==> src/verilog/pathCrypt_macros.svh <==
// --------------------------------------------------------------------------
// Widths, counts, key and round constants for the path encryption layer
// --------------------------------------------------------------------------
`ifndef PATHCRYPT_MACROS_SVH
`define PATHCRYPT_MACROS_SVH

// Burst and header geometry
`define PC_DATA_WIDTH       64
`define PC_IV_WIDTH         16

// Path shape
`define PC_BUCKET_BURSTS    4
`define PC_PATH_BUCKETS     3

// Keystream mixing, one round per pipeline stage
`define PC_KEY_ROUNDS       4
`define PC_KEY              64'h3C6E_F372_FE94_F82B
`define PC_ROUND_CONST      64'h9E37_79B9_7F4A_7C15
`define PC_ROTATE           13

// Buffering
`define PC_FIFO_DEPTH       8

`endif

==> src/verilog/cryptTypesPkg.sv <==
// --------------------------------------------------------------------------
// Burst, nonce, keystream and data FIFO entry types
// --------------------------------------------------------------------------
`include "pathCrypt_macros.svh"

package cryptTypesPkg;

    // One DRAM burst
    typedef logic [`PC_DATA_WIDTH-1:0] burstT;

    // Keystream input, index sits just above the IV
    typedef struct packed {
        logic [$clog2(`PC_BUCKET_BURSTS)-1:0] index;
        logic [`PC_IV_WIDTH-1:0]              iv;
    } nonceT;

    // One keystream block, same width as a burst
    typedef logic [`PC_DATA_WIDTH-1:0] keyBlockT;

    // Data FIFO entry, the header flag rides along with the burst
    typedef struct packed {
        logic  isHeader;
        burstT data;
    } burstEntryT;

endpackage

==> src/verilog/pathCtrlPkg.sv <==
// --------------------------------------------------------------------------
// Path direction and position counter types
// --------------------------------------------------------------------------
`include "pathCrypt_macros.svh"

package pathCtrlPkg;

    // Read is DRAM to back end, write is the reverse
    typedef enum logic {
        pathRead  = 1'b0,
        pathWrite = 1'b1
    } pathDirT;

    // Position within a bucket
    typedef logic [$clog2(`PC_BUCKET_BURSTS)-1:0] burstIdxT;

    // Bursts within a path, must reach the full path length
    typedef logic [$clog2(`PC_PATH_BUCKETS * `PC_BUCKET_BURSTS + 1)-1:0] pathCountT;

endpackage

==> src/verilog/bucketSequencer.sv <==
// --------------------------------------------------------------------------
// Bucket position tracking and IV capture
// Fans each burst out to the data FIFO and the keystream pipeline
// --------------------------------------------------------------------------
`timescale 1ns/1ps
`include "pathCrypt_macros.svh"

module bucketSequencer
    import cryptTypesPkg::*;
    import pathCtrlPkg::*;
(
    input  logic       Clock,
    input  logic       rstN,
    input  burstT      rawIn,
    input  logic       rawValid,
    output logic       rawReady,
    output burstEntryT entryOut,
    output logic       entryValid,
    input  logic       entryReady,
    output nonceT      nonceOut,
    output logic       nonceValid,
    input  logic       nonceReady
);

    localparam burstIdxT LastIdx = burstIdxT'(`PC_BUCKET_BURSTS - 1);

    burstIdxT                burstIdx;
    logic [`PC_IV_WIDTH-1:0] ivReg;
    logic [`PC_IV_WIDTH-1:0] ivCur;
    logic                    isHeader;
    logic                    xfer;

    assign isHeader = (burstIdx == '0);

    // Later bursts reuse the IV captured from the header
    assign ivCur = isHeader ? rawIn[`PC_IV_WIDTH-1:0] : ivReg;

    // Both sinks must take the burst in the same cycle
    assign rawReady   = entryReady && nonceReady;
    assign entryValid = rawValid && nonceReady;
    assign nonceValid = rawValid && entryReady;
    assign xfer       = rawValid && rawReady;

    assign entryOut.isHeader = isHeader;
    assign entryOut.data     = rawIn;
    assign nonceOut.index    = burstIdx;
    assign nonceOut.iv       = ivCur;

    always_ff @(posedge Clock) begin
        if (!rstN) begin
            burstIdx <= '0;
        end else if (xfer) begin
            burstIdx <= (burstIdx == LastIdx) ? '0 : burstIdx + 1'b1;
        end
    end

    always_ff @(posedge Clock) begin
        if (xfer && isHeader) begin
            ivReg <= rawIn[`PC_IV_WIDTH-1:0];
        end
    end

    // An offered burst holds still until both sinks take it
    assert property (@(posedge Clock) disable iff (!rstN)
        rawValid && !rawReady |=> rawValid && $stable(rawIn));

endmodule

==> src/verilog/keystreamGen.sv <==
// --------------------------------------------------------------------------
// Keystream pipeline of keyed mixing rounds, credit-based input ready
// --------------------------------------------------------------------------
`timescale 1ns/1ps
`include "pathCrypt_macros.svh"

module keystreamGen
    import cryptTypesPkg::*;
(
    input  logic                                 Clock,
    input  logic                                 rstN,
    input  nonceT                                nonceIn,
    input  logic                                 nonceValid,
    output logic                                 nonceReady,
    output keyBlockT                             keyOut,
    output logic                                 keyValid,
    input  logic [$clog2(`PC_FIFO_DEPTH+1)-1:0]  fifoCount
);

    localparam int Rounds  = `PC_KEY_ROUNDS;
    localparam int FlightW = $clog2(Rounds + 1);

    keyBlockT             stageData [Rounds];
    logic [Rounds-1:0]    stageValid;
    logic [FlightW-1:0]   inFlight;
    keyBlockT             startBlock;
    logic                 accept;

    // XOR key, rotate, then add the scaled round constant
    function automatic keyBlockT mixRound(keyBlockT blockIn, int stage);
        keyBlockT x;
        x = blockIn ^ `PC_KEY;
        x = (x << `PC_ROTATE) | (x >> (`PC_DATA_WIDTH - `PC_ROTATE));
        return x + `PC_ROUND_CONST * keyBlockT'(stage);
    endfunction

    // Nonce zero-extended, IV low and index above it
    assign startBlock = keyBlockT'(nonceIn);

    // Blocks in flight plus queued results must leave room in keyFifo
    assign nonceReady = (int'(inFlight) + int'(fifoCount)) < `PC_FIFO_DEPTH;
    assign accept     = nonceValid && nonceReady;

    for (genvar s = 0; s < Rounds; s++) begin : gRound
        if (s == 0) begin : gFirst
            always_ff @(posedge Clock) begin
                stageData[s] <= mixRound(startBlock, 1);
            end
        end else begin : gNext
            always_ff @(posedge Clock) begin
                stageData[s] <= mixRound(stageData[s-1], s + 1);
            end
        end
    end

    always_ff @(posedge Clock) begin
        if (!rstN) begin
            stageValid <= '0;
            inFlight   <= '0;
        end else begin
            stageValid <= {stageValid[Rounds-2:0], accept};
            case ({accept, keyValid})
                2'b10:   inFlight <= inFlight + 1'b1;
                2'b01:   inFlight <= inFlight - 1'b1;
                default: inFlight <= inFlight;
            endcase
        end
    end

    assign keyOut   = stageData[Rounds-1];
    assign keyValid = stageValid[Rounds-1];

    // The pipeline cannot stall, so keyFifo must have room for every result
    assert property (@(posedge Clock) disable iff (!rstN)
        keyValid |-> fifoCount != `PC_FIFO_DEPTH);

endmodule

==> src/verilog/pathCrypt.sv <==
// --------------------------------------------------------------------------
// Top level of the path encryption layer between back end and DRAM
// --------------------------------------------------------------------------
`timescale 1ns/1ps
`include "pathCrypt_macros.svh"

module pathCrypt
    import cryptTypesPkg::*;
(
    input  logic                      Clock,
    input  logic                      rstN,
    input  logic [`PC_DATA_WIDTH-1:0] dramIn,
    input  logic                      dramInValid,
    output logic                      dramInReady,
    input  logic [`PC_DATA_WIDTH-1:0] backendIn,
    input  logic                      backendInValid,
    output logic                      backendInReady,
    output logic [`PC_DATA_WIDTH-1:0] dramOut,
    output logic                      dramOutValid,
    input  logic                      dramOutReady,
    output logic [`PC_DATA_WIDTH-1:0] backendOut,
    output logic                      backendOutValid,
    input  logic                      backendOutReady
);

    burstT      rawData;
    logic       rawValid;
    logic       rawReady;
    burstEntryT entryTail;
    logic       entryTailValid;
    logic       entryTailReady;
    burstEntryT entryHead;
    logic       entryHeadValid;
    logic       entryHeadReady;
    nonceT      nonce;
    logic       nonceValid;
    logic       nonceReady;
    keyBlockT   keyBlock;
    logic       keyBlockValid;
    keyBlockT   keyHead;
    logic       keyHeadValid;
    logic       keyHeadReady;
    logic [$clog2(`PC_FIFO_DEPTH+1)-1:0] keyFifoCount;

    pathSequencer pathSeq (
        .Clock(Clock), .rstN(rstN),
        .dramIn(dramIn), .dramInValid(dramInValid), .dramInReady(dramInReady),
        .backendIn(backendIn), .backendInValid(backendInValid),
        .backendInReady(backendInReady),
        .rawOut(rawData), .rawValid(rawValid), .rawReady(rawReady),
        .entryIn(entryHead), .entryValid(entryHeadValid), .entryReady(entryHeadReady),
        .keyIn(keyHead), .keyValid(keyHeadValid), .keyReady(keyHeadReady),
        .dramOut(dramOut), .dramOutValid(dramOutValid), .dramOutReady(dramOutReady),
        .backendOut(backendOut), .backendOutValid(backendOutValid),
        .backendOutReady(backendOutReady)
    );

    bucketSequencer bucketSeq (
        .Clock(Clock), .rstN(rstN),
        .rawIn(rawData), .rawValid(rawValid), .rawReady(rawReady),
        .entryOut(entryTail), .entryValid(entryTailValid), .entryReady(entryTailReady),
        .nonceOut(nonce), .nonceValid(nonceValid), .nonceReady(nonceReady)
    );

    keystreamGen keyGen (
        .Clock(Clock), .rstN(rstN),
        .nonceIn(nonce), .nonceValid(nonceValid), .nonceReady(nonceReady),
        .keyOut(keyBlock), .keyValid(keyBlockValid), .fifoCount(keyFifoCount)
    );

    streamFifo #(.Payload(burstEntryT), .Depth(`PC_FIFO_DEPTH)) dataFifo (
        .Clock(Clock), .rstN(rstN),
        .inData(entryTail), .inValid(entryTailValid), .inReady(entryTailReady),
        .outData(entryHead), .outValid(entryHeadValid), .outReady(entryHeadReady),
        .count()
    );

    // Pipeline results enter without back-pressure, credit keeps room
    streamFifo #(.Payload(keyBlockT), .Depth(`PC_FIFO_DEPTH)) keyFifo (
        .Clock(Clock), .rstN(rstN),
        .inData(keyBlock), .inValid(keyBlockValid), .inReady(),
        .outData(keyHead), .outValid(keyHeadValid), .outReady(keyHeadReady),
        .count(keyFifoCount)
    );

endmodule

==> src/verilog/pathSequencer.sv <==
// --------------------------------------------------------------------------
// Path direction, input selection, keystream join and output routing
// --------------------------------------------------------------------------
`timescale 1ns/1ps
`include "pathCrypt_macros.svh"

module pathSequencer
    import cryptTypesPkg::*;
    import pathCtrlPkg::*;
(
    input  logic       Clock,
    input  logic       rstN,
    input  burstT      dramIn,
    input  logic       dramInValid,
    output logic       dramInReady,
    input  burstT      backendIn,
    input  logic       backendInValid,
    output logic       backendInReady,
    output burstT      rawOut,
    output logic       rawValid,
    input  logic       rawReady,
    input  burstEntryT entryIn,
    input  logic       entryValid,
    output logic       entryReady,
    input  keyBlockT   keyIn,
    input  logic       keyValid,
    output logic       keyReady,
    output burstT      dramOut,
    output logic       dramOutValid,
    input  logic       dramOutReady,
    output burstT      backendOut,
    output logic       backendOutValid,
    input  logic       backendOutReady
);

    localparam pathCountT PathBursts = pathCountT'(`PC_PATH_BUCKETS * `PC_BUCKET_BURSTS);

    pathDirT   dir;
    pathCountT inCount;
    pathCountT outCount;
    logic      inOpen;
    logic      inXfer;
    burstT     joined;
    logic      joinValid;
    logic      outReadySel;
    logic      outXfer;
    logic      lastOut;

    // ------------------------------------------------------------------------
    // Input side
    // ------------------------------------------------------------------------

    // Closed once the whole path is in, until the direction flips
    assign inOpen = (inCount != PathBursts);

    assign rawOut   = (dir == pathRead) ? dramIn : backendIn;
    assign rawValid = inOpen && ((dir == pathRead) ? dramInValid : backendInValid);
    assign inXfer   = rawValid && rawReady;

    assign dramInReady    = inOpen && (dir == pathRead) && rawReady;
    assign backendInReady = inOpen && (dir == pathWrite) && rawReady;

    // ------------------------------------------------------------------------
    // Join and XOR
    // ------------------------------------------------------------------------

    always_comb begin
        joined = entryIn.data ^ keyIn;
        // IV bits of the header stay plain
        if (entryIn.isHeader) begin
            joined[`PC_IV_WIDTH-1:0] = entryIn.data[`PC_IV_WIDTH-1:0];
        end
    end

    assign joinValid   = entryValid && keyValid;
    assign outReadySel = (dir == pathRead) ? backendOutReady : dramOutReady;
    assign entryReady  = keyValid && outReadySel;
    assign keyReady    = entryValid && outReadySel;
    assign outXfer     = joinValid && outReadySel;
    assign lastOut     = outXfer && (outCount == PathBursts - 1'b1);

    assign dramOut         = joined;
    assign dramOutValid    = joinValid && (dir == pathWrite);
    assign backendOut      = joined;
    assign backendOutValid = joinValid && (dir == pathRead);

    // ------------------------------------------------------------------------
    // Path counting and direction
    // ------------------------------------------------------------------------

    always_ff @(posedge Clock) begin
        if (!rstN) begin
            dir      <= pathRead;
            inCount  <= '0;
            outCount <= '0;
        end else if (lastOut) begin
            dir      <= (dir == pathRead) ? pathWrite : pathRead;
            inCount  <= '0;
            outCount <= '0;
        end else begin
            if (inXfer) inCount <= inCount + 1'b1;
            if (outXfer) outCount <= outCount + 1'b1;
        end
    end

    // Every burst of the path went through both FIFOs before the flip
    assert property (@(posedge Clock) disable iff (!rstN)
        lastOut |-> inCount == PathBursts);

endmodule

==> src/verilog/streamFifo.sv <==
// --------------------------------------------------------------------------
// Valid/ready FIFO with a type-parameter payload and occupancy output
// --------------------------------------------------------------------------
`timescale 1ns/1ps
`include "pathCrypt_macros.svh"

module streamFifo #(
    parameter type Payload = logic [7:0],
    parameter int  Depth   = `PC_FIFO_DEPTH
) (
    input  logic                       Clock,
    input  logic                       rstN,
    input  Payload                     inData,
    input  logic                       inValid,
    output logic                       inReady,
    output Payload                     outData,
    output logic                       outValid,
    input  logic                       outReady,
    output logic [$clog2(Depth+1)-1:0] count
);

    localparam int PtrW = $clog2(Depth);

    Payload          mem [Depth];
    logic [PtrW-1:0] wrPtr;
    logic [PtrW-1:0] rdPtr;
    logic            full;
    logic            push;
    logic            pop;

    assign full     = (count == Depth);
    // A full FIFO still takes a burst when the head leaves in the same cycle
    assign inReady  = !full || outReady;
    assign outValid = (count != 0);
    assign outData  = mem[rdPtr];
    assign push     = inValid && inReady;
    assign pop      = outValid && outReady;

    always_ff @(posedge Clock) begin
        if (push) begin
            mem[wrPtr] <= inData;
        end
    end

    always_ff @(posedge Clock) begin
        if (!rstN) begin
            wrPtr <= '0;
            rdPtr <= '0;
            count <= '0;
        end else begin
            if (push) begin
                wrPtr <= (wrPtr == PtrW'(Depth - 1)) ? '0 : wrPtr + 1'b1;
            end
            if (pop) begin
                rdPtr <= (rdPtr == PtrW'(Depth - 1)) ? '0 : rdPtr + 1'b1;
            end
            case ({push, pop})
                2'b10:   count <= count + 1'b1;
                2'b01:   count <= count - 1'b1;
                default: count <= count;
            endcase
        end
    end

    // Producers without a ready input rely on upstream credit
    assert property (@(posedge Clock) disable iff (!rstN)
        inValid && full |-> outReady);

    // Empty means both pointers agree, so no pop ran past the tail
    assert property (@(posedge Clock) disable iff (!rstN)
        count == 0 |-> wrPtr == rdPtr);

endmodule
==> config.mk <==
export PLATFORM = sky130hd
export DESIGN_NAME = pathCrypt
export DESIGN_NICKNAME = d
export VERILOG_FILES = /design/src/verilog/cryptTypesPkg.sv /design/src/verilog/pathCtrlPkg.sv /design/src/verilog/bucketSequencer.sv /design/src/verilog/keystreamGen.sv /design/src/verilog/pathCrypt.sv /design/src/verilog/pathSequencer.sv /design/src/verilog/streamFifo.sv
export VERILOG_INCLUDE_DIRS = /design/src /design/src/verilog
export SDC_FILE = /design/constraint.sdc
export NUM_CORES = 1
export LEC_CHECK = 0
export BUFFER_PORTS_ARGS = -buffer_cell sky130_fd_sc_hd__buf_4
export CORE_MARGIN = 5
export CORE_UTILIZATION = 45
export CTS_CLUSTER_DIAMETER = 40
export CTS_CLUSTER_SIZE = 24
export DETAILED_ROUTE_END_ITERATION = 16
export MAX_ROUTING_LAYER = met4
export SLEW_MARGIN = 10
export SYNTH_ARGS = -nofsm -noshare
export SYNTH_HDL_FRONTEND = slang
export SYNTH_SLANG_ARGS = --single-unit
==> constraint.sdc <==
create_clock -name Clock -period 15.2 [get_ports Clock]
set_input_delay 1.52 -clock Clock [delete_from_list [all_inputs] [get_ports Clock]]
set_output_delay 1.52 -clock Clock [all_outputs]
set_load 0.01 [all_outputs]
**After elaboration in Yosys (flattened, before gate mapping)**

Memories as Yosys holds them, arrays and structs flattened. A register that Yosys moved wholly into a read port is not among the register bits.
Index checks and enable logic that the tools add are counted.

- Register bits: 54
- Input port bits: 134
- Memories: 3
- Bits in writable memories: 1288
- Output and inout port bits: 132

- Order comparisons: 1
- Bitwise gates (word level): 11
- Eq/ne operators: 15
- Reduce and logical (&&, ||, !) cells: 33
- Mux-type cells: 22
- $add $sub $neg: 18

Memory list:

| name | words | bits a word | rd ports | clocked after Yosys merged registers in | write ports | line | source |
|---|---|---|---|---|---|---|---|
| dataFifo.mem | 8 | 65 | 1 | 1 | 1 | streamFifo.sv:24 | `Payload mem [Depth];` |
| keyFifo.mem | 8 | 64 | 1 | 1 | 1 | streamFifo.sv:24 |  |
| keyGen.stageData | 4 | 64 | 4 | 0 | 4 | keystreamGen.sv:23 | `keyBlockT stageData [Rounds];` |

Operator list:

| operator | count |
|---|---|
| $or A64 B13 Y64 | 3 |
| $add A64 B64 Y64 const B | 2 |
| $not A38 Y38 | 3 |
| $add A64 B62 Y64 const B | 1 |
| $add A64 B63 Y64 const B | 1 |
| $mux W64 | 1 |
| $or A64 B11 Y64 | 1 |
| $xor A64 B64 Y64 | 1 |
| $not A9 Y38 | 1 |
| $lt A32 B5 Y1 const B | 1 |
| $mux W16 | 2 |
| $mux W3 | 8 |
| $logic_and A1 B1 Y1 | 22 |
| $add A4 B1 Y4 const B | 4 |
| $pmux W4 S2 | 2 |
| $add A3 B1 Y3 const B | 5 |
| $eq A3 B3 Y1 const B | 4 |
| $eq A4 B4 Y1 const B | 3 |
| $eq A2 B2 Y1 const B | 4 |
| $reduce_bool A4 Y1 | 2 |
| $sub A4 B1 Y4 const B | 2 |
| $mux W1 | 7 |
| $eq A2 B1 Y1 const B | 3 |
| $pmux W3 S2 | 1 |
| other kinds (11) | 16 |

**Longest topological paths before layout**

Gate-level depths: netlist (run 1).

- Depth after elaboration: 7
- Mapped depth: 13
- Gate-level depth less buffers: 12

**Hierarchy**

A second synthesis (run 1) with hierarchy kept.

- Cell total of the unflattened synthesis: 2434
- Area, all modules: 48046.1 µm²

Modules (own cells, without submodules):

| module | area each (µm²) | sequential area each (µm²) | instances | cells an instance |
|---|---|---|---|---|
| streamFifo (dataFifo) | 20211.9 | 15875.2 | 1 | 829 |
| streamFifo (keyFifo) | 19926.6 | 15635.0 | 1 | 817 |
| keystreamGen | 4091.4 | 2142.1 | 1 | 392 |
| pathSequencer | 2458.6 | 180.2 | 1 | 280 |
| bucketSequencer | 1357.6 | 520.5 | 1 | 116 |

**Least setup slack after synthesis (run 1)**

No wires, ideal clock.

- Path type: input to register
- From: input port dramOutReady
- To: memory dataFifo.mem[4][0] (netlist bit), enable pin
- Stages: 6
- Library setup time: 0.671 ns
- Data arrival time: 9.206 ns
- Setup slack: 5.323 ns
- Cells stage by stage: mux2i_1 or2_1 a311o_1 buf_2 buf_2 nor4b_1

- Cells in the longest elaborated chain, start to end: 6

Ends and longest elaborated chain:

| what | line | source |
|---|---|---|
| start, declared | pathCrypt.sv:20 | `input logic dramOutReady,` |
| $mux W1 | pathSequencer.sv:76 | `assign outReadySel = (dir == pathRead) ? backendOutReady : dramOutReady;` |
| $logic_and A1 B1 Y1 | pathSequencer.sv:77 | `assign entryReady = keyValid && outReadySel;` |
| $logic_or A1 B1 Y1 | streamFifo.sv:33 | `assign inReady = !full \|\| outReady;` |
| $logic_and A1 B1 Y1 | streamFifo.sv:36 | `assign push = inValid && inReady;` |
| $mux W1 | streamFifo.sv:40 | `if (push) begin` |
| $mux W1 (implied by the code) | streamFifo.sv:41 | `mem[wrPtr] <= inData;` |
| end, declared | streamFifo.sv:24 |  |

No other way between the ends.

==> summary.md, run 1 <==
| Metric | Value |
|---|---|
| Status | finished clean |
| Clock Latency Late Sink | roughly 660 ps |
| Sw Pwr | 0.00147 W |
| Gr ovfl total | 0 |
| Worst setup SP type | flip-flop |
| Clock Tree Root | clkbuf_16 |
| Detailed Route Iter0 Violations | 1,135 |
| Clock-pin slew on the worst setup and hold paths | approximately 60 ps |
| Crit path kind | reg2out |
| Die area | 85,500 um2 |
| CTS buffer count | 111 |
| WP data arrival | 4090 ps |
| Row cnt | 103 |
| Post-synthesis cell count | ~1,900 |
| PortBufs | ~270 |
| Syn nets | 2,026 |
| Worst r2r path cells | 8 |
| Post-synth cell types | 65 |
| R2r setup slk | 11,380 ps |
| Commonest non-fill, non-tap cell in the layout | edfxtp_1 |
| Hold_sp | keyGen.stageData[0][16]$_DFF_P_ |
| Final hold vios | 0 |
| Comb power frac | 0.074 |
| Pwr dens | 145 nW/um2 |
| Seq pwr share | 0.494 |
| Total internal power | about 0.0047 W |
| Sequential share of the synthesized area | 0.723 |
| First-pass GRT wire length | 115,000 um |
| Routed vias/inst | 5.31 |
| Yosys warns | 0 |
| Setup Buffers After CTS | 0 |
| Layout Skew | 34.0 ps |
| Residual DRC count | 0 |
| Initial antenna violation count | 0 |
| Syn-to-layout area delta | 18.6% |
| WL final | 77,000 um |
| Critical Path End Type | output pin |
| Sw Share | 0.238 |
| Clk pwr share | 0.432 |
| Layout cells sized above 1 | 0.361 |
| Vias post-DR | between 15,000 and 20,000 |
| Worst-Margin Slew | 1050 ps |
| Hold-fix buffer count after cts | 0 |
| Min-Delay Path Depth | 0 |
| Post-synth top area share | 0.642 |
| Final Wtd Congestion | 0.781 |
| Die X | 292 um |
| Post-Syn Area per Cell | a little under 20 um2 |
| GRT Util Overall | 0.183 |
| Peak fanout along the critical path | 66 |
| Sum of negative setup slack | 0 ps |
| Reg2reg end | dataFifo.mem[7][17]$_DFFE_PP_ |
| Inserted Diodes | 0 |
| Final ANT Viol Nets | 0 |
| Number of flops mapped to enable cells by yosys | 768 |
| Placed cell area | ~39,000 um2 |
| Htree depth | 3 |
| Finish-stage setup viols | 0 |
| Initial DRT Pass Iterations | 5 |
| RSZ-0062 raised after global routing | false |
| RR Startpoint | pathSeq.inCount[0]$_SDFFE_PP0P_ |
| Crit path time final | 5610 ps |
| Max VDD drop | 0.0873 mV |
| Initial core utilization | 0.454 |
| Fmax | 178 MHz |
| Dpl hpwl | around 45,000 um |
| Max-cap violations | 0 |
| Number of global-route vias before repair | 18,470 |
| Bufs on Longest Clock Path | 3 |
| Leakage | 14.2 nW |
| Final net count | 2,301 |
| Mapped Area | roughly 36,000 um2 |
| Clock sink count | 912 |
| Hold path endpoint | keyGen.stageData[1][29]$_DFF_P_ |
| Largest net degree at the start of global routing | 101 |
| Wire per inst | 23.4 um |
| CTS tree | built |
| Synthesis-stage register bit count | between 900 and 1,000 |
| IO Pins | 266 |
| Synth area leaders | edfxtp_1 64%, mux4_2 12%, dfxtp_1 8.0% |
| Worst path required time | 13,680 ps |
| Area leader, netlist | edfxtp_1 |
| Most frequent cells in the layout | 768 x edfxtp_1, 295 x buf_4, 188 x mux4_2 |
| Top_reg_cell synth | edfxtp_1 |
| Relative slew slack | 0.298 |
| Async SR Flop Fraction | 0 |
| Final period utilization | 0.369 |
| Die height | just under 300 um |
| Core area | approximately 79,000 um2 |
| Worst Hold Class | reg2reg |
| Finished Cell Area | 42,600 um2 |
| Max Slew Vio Count | 0 |
| # resized after CTS | 0 |
## how the worst max path moves through the flow
stage | endpoint | slack, ps
final | dramOut[3] | 9590
after global routing | dramOut[15] | 9190
after CTS | dramOut[3] | 9370
after detailed placement | dramOut[3] | 10090
after global placement | dramOut[1] | 10140
after floorplan | dataFifo.mem[4][0]$_DFFE_PP_ | 5320
## layer usage
metal / vias to the layer above / global-route usage / part of all wire
li1: 7861 / - / -
met1: 9048 / 0.242 / 0.43
met2: 419 / 0.301 / 0.50
met3: 106 / 0.0343 / 0.049
met4: 0 / 0.0404 / 0.018
met5: - / - / 0
## sequential cells by signal, indices dropped and copies added (netlist names), named ones only
name / flops
dataFifo.rdPtr: 3
keyFifo.count: 4
pathSeq.dir: 1
bucketSeq.burstIdx: 2
pathSeq.inCount: 4
keyGen.stageValid: 4
pathSeq.outCount: 4
dataFifo.count: 4
keyFifo.rdPtr: 3
keyGen.stageData: 100
keyFifo.wrPtr: 3
bucketSeq.ivReg: 16
dataFifo.mem: 520
keyFifo.mem: 232
keyGen.inFlight: 3
dataFifo.wrPtr: 3
## worst max-delay path: stages (launching register included)
cell,delay [ps]
dfxtp_4,940
buf_4,870
mux4_2,360
mux2_2,560
nor2_1,140
xnor2_1,290
buf_4,180
## power by group through the flow
stage          combinational, W  clock, W  sequential (W)
2_1_floorplan          0.000315         0         0.00306
3_3_place_gp           0.000460         0         0.00309
3_5_place_dp           0.000464         0         0.00310
4_1_cts                0.000467   0.00271         0.00304
5_1_grt                0.000506   0.00283         0.00307
6_report               0.000459   0.00266         0.00304
## stage by stage
stage | hold WS [ps] | utilization | worst slack, ps | instances | power [W]
after floorplan | 310 | - | 5320 | 1863 | 0.00337
after global placement | 317 | 0.490 | 10140 | 3075 | 0.00355
after detailed placement | 322 | 0.490 | 10090 | 3075 | 0.00356
after CTS | 331 | 0.539 | 9370 | 3286 | 0.00623
after global routing | 333 | 0.539 | 9190 | 3286 | 0.00640
final | 330 | 0.539 | 9590 | 3286 | 0.00616
## synth_stat cells (all sizes together), types with 2 or more instances
cell,instances
xor2,47
o21ai,21
nor4,3
a21boi,3
o21a,3
o21bai,2
inv,37
ha,27
nor2,76
o211ai,4
mux2,84
nor3,15
fa,2
a31oi,5
buf,95
mux4,188
dfxtp,144
nand3b,6
and3b,2
or3,8
o2111ai,2
nor4b,2
a21oi,33
nand2,30
nor2b,6
nor3b,6
a211oi,5
edfxtp,768
or2,4
and2,8
a21o,2
mux2i,96
nand3,8
a311o,2
xnor2,63
clkbuf,39
a311oi,2
nand2b,6
## cells by family after synthesis
logic type               share of synthesized area
multiplexers                                 0.172
AO/OA/AOI/OAI                               0.0165
adder cells (fa/ha/maj)                     0.0105
XOR/XNOR                                    0.0268
flip-flops                                   0.723
buffers and inverters                       0.0261
AND/OR/NAND/NOR                             0.0250
## layout make-up
type / instances / area, um2
tap: 1050 / 1310
fill: 6112 / 36400
clock inverter: 89 / 937
clock buffer: 122 / 2900
sequential: 912 / 26000
inverter: 38 / 143
multi-input combinational: 779 / 9090
timing repair buffer: 296 / 2230
No activity file was read; power rests on OpenSTA's default activity.
==> inputs of run 2 (changes only) <==
==> constraint.sdc (replaced) <==
create_clock -name Clock -period 4.6 [get_ports Clock]
set_input_delay 0.46 -clock Clock [delete_from_list [all_inputs] [get_ports Clock]]
set_output_delay 0.46 -clock Clock [all_outputs]
set_load 0.01 [all_outputs]
==> run 2 against run 1 <==
Non-clock buffer count rose by 8; die area did not move; cell count is 0.55% higher; cell area grew 0.78%; count of clock-buffer cells in the layout is 16 higher; register-to-register slack got worse by 10000 ps; worst setup slack got worse by 8800 ps; clock power grew to 3.4 times the previous value; via count increased by 1.2%; sequential share of layout area is 0.48 points lower; critical path type unchanged; critical endpoint is now backendOut[16]; highest routed layer unchanged.
==> summary.md, run 2 (synthesis results as in run 1) <==
| Metric | Value |
|---|---|
| Clock sink count | 912 |
| Placed cell area | 39,000 um2 |
| Reg with most FFs | dataFifo.mem |
| Row cnt | 103 |
| Layout fillers | slightly above 6,000 |
| Final Wtd Congestion | approximately 0.8 |
| WP data arrival | 3360 ps |
| Die X | roughly 300 um |
| Relative slew slack | 0.251 |
| Total chip power | 0.0206 W |
| Worst Hold Class | in2reg |
| Initial DRT Pass Iterations | 7 |
| Max FFs per register | 520 |
| Top Registers | dataFifo.mem: 520 flops, keyFifo.mem: 232 flops, keyGen.stageData: 100 flops |
| Finish-stage setup viols | 0 |
| Pwr dens | ~480 nW/um2 |
| Setup Buffers After CTS | 0 |
| Most frequent cells in the layout | 768 x edfxtp_1, 292 x buf_4, 188 x mux4_2 |
| Crit path time final | 3820 ps |
| Crit path kind | reg2out |
| Worst path required time | ~4100 ps |
| # resized after CTS | 0 |
| Inserted Diodes | 0 |
| Residual DRC count | 0 |
| Clock-pin slew on the worst setup and hold paths | 60 ps |
| Dpl hpwl | 46,700 um |
| Leakage | 14.3 nW |
| Hold-fix buffer count after cts | 0 |
| Hold_ws | 107 ps |
| Largest net degree at the start of global routing | 73 |
| First-pass GRT wire length | 115,000 um |
| Placed cell count | just over 3,000 |
| Critical Path End Type | output pin |
| CTS tree | built |
| CTS buffer count | ~120 |
| Initial core utilization | 0.454 |
| Finished Cell Area | 42,900 um2 |
| Initial antenna violation count | 0 |
| Clock Latency Late Sink | 660 ps |
| Bufs on Longest Clock Path | 3 |
| Number of global-route vias before repair | between 15,000 and 20,000 |
| Max VDD drop | 0.292 mV |
| Status | finished clean |
| PortBufs | about 270 |
| Commonest non-fill, non-tap cell in the layout | edfxtp_1 |
| Htree depth | 3 |
| Die height | 292 um |
| Wire per inst | 23.0 um |
| Worst setup SP type | flip-flop |
| Fmax | 261 MHz |
| Peak fanout along the critical path | 40 |
| WL final | 76,100 um |
| Max-cap violations | 0 |
| Max Slew Vio Count | 0 |
| Core area | just under 80,000 um2 |
| Detailed Route Iter0 Violations | 1,198 |
| GRT Util Overall | 0.181 |
| IO Pins | between 200 and 300 |
| Final hold vios | 0 |
| RSZ-0062 raised after global routing | false |
| Clock Tree Root | clkbuf_16 |
| Worst-Margin Slew | 1120 ps |
| Die area | roughly 86,000 um2 |
| Routed vias/inst | roughly 5.3 |
| Syn-to-layout area delta | 19.6% |
| Gr ovfl total | 0 |
| Vias post-DR | between 15,000 and 20,000 |
| Final net count | roughly 2,300 |
| Layout cells sized above 1 | 0.358 |
| Final ANT Viol Nets | 0 |
| Layout Cells excl Fill | 3,304 |
| Layout Skew | 24.7 ps |
| Final period utilization | 0.832 |
## run 2: changes by cell type in the layout (fill, tap and decap cells not counted), moves of 5 or more
cell       previous run  this run
clkinv_2             11        18
buf_12                1        12
inv_8                11         4
inv_6                24        12
clkinv_1              4        13
clkinv_4             17        11
clkbuf_16           114       119
clkbuf_1              6        15
## run 2: path summary, 6_finish.rpt
kind | slack [ps] | to | start | depth (start not counted)
hold reg to reg | 330 | keyGen.stageData[3][52]$_DFF_P_ | keyGen.stageData[2][39]$_DFF_P_ | 0
setup / recovery | 780 | backendOut[16] | flip-flop | 5
setup reg to reg | 1360 | dataFifo.count[2]$_SDFFE_PN0P_ | pathSeq.dir$_SDFFE_PN0P_ | 10
hold / removal | 110 | keyGen.stageValid[2]$_SDFF_PN0_ | rstN | 2
## run 2: final cells by class
class                           instances  area (um2)  share of cell area
Clock buffer                          138        3090              0.0720
Inverter                               38         143             0.00332
Timing Repair Buffer                  304        2430              0.0567
Tap cell                             1050        1310              0.0306
Multi-Input combinational cell        779        9140               0.213
Clock inverter                         83         838              0.0195
Sequential cell                       912       26000               0.605
## run 2: per-stage QoR
| step | utilization | setup slack (ps) | TNS, ps |
|---|---|---|---|
| after CTS | 0.543 | 604 | 0 |
| after global routing | 0.543 | 445 | 0 |
| after floorplan | - | -1140 | -215320 |
| after detailed placement | 0.494 | 1320 | 0 |
| after global placement | 0.494 | 1360 | 0 |
| final | 0.543 | 775 | 0 |
## run 2: routing by layer
layer	global-route usage	wire [um]	vias to the layer above
met5	-	0	-
met4	0.0412	1300	0
met3	0.0301	3570	108
met2	0.296	38200	442
met1	0.243	33100	9188
li1	-	-	7903
## run 2: worst max-delay path, cell delays in order, from the launching register on
cell,delay (ps)
dfxtp_4,900
buf_4,500
mux4_2,550
mux2i_1,230
xor2_1,310
buf_4,190
## run 2: report_power, final
group	switching (W)	leakage (nW)	internal [W]
Sequential	0.000430	8.19	0.00965
Combinational	0.000835	4.24	0.000715
Clock	0.00346	1.91	0.00547
Total	0.00473	14.3	0.0158
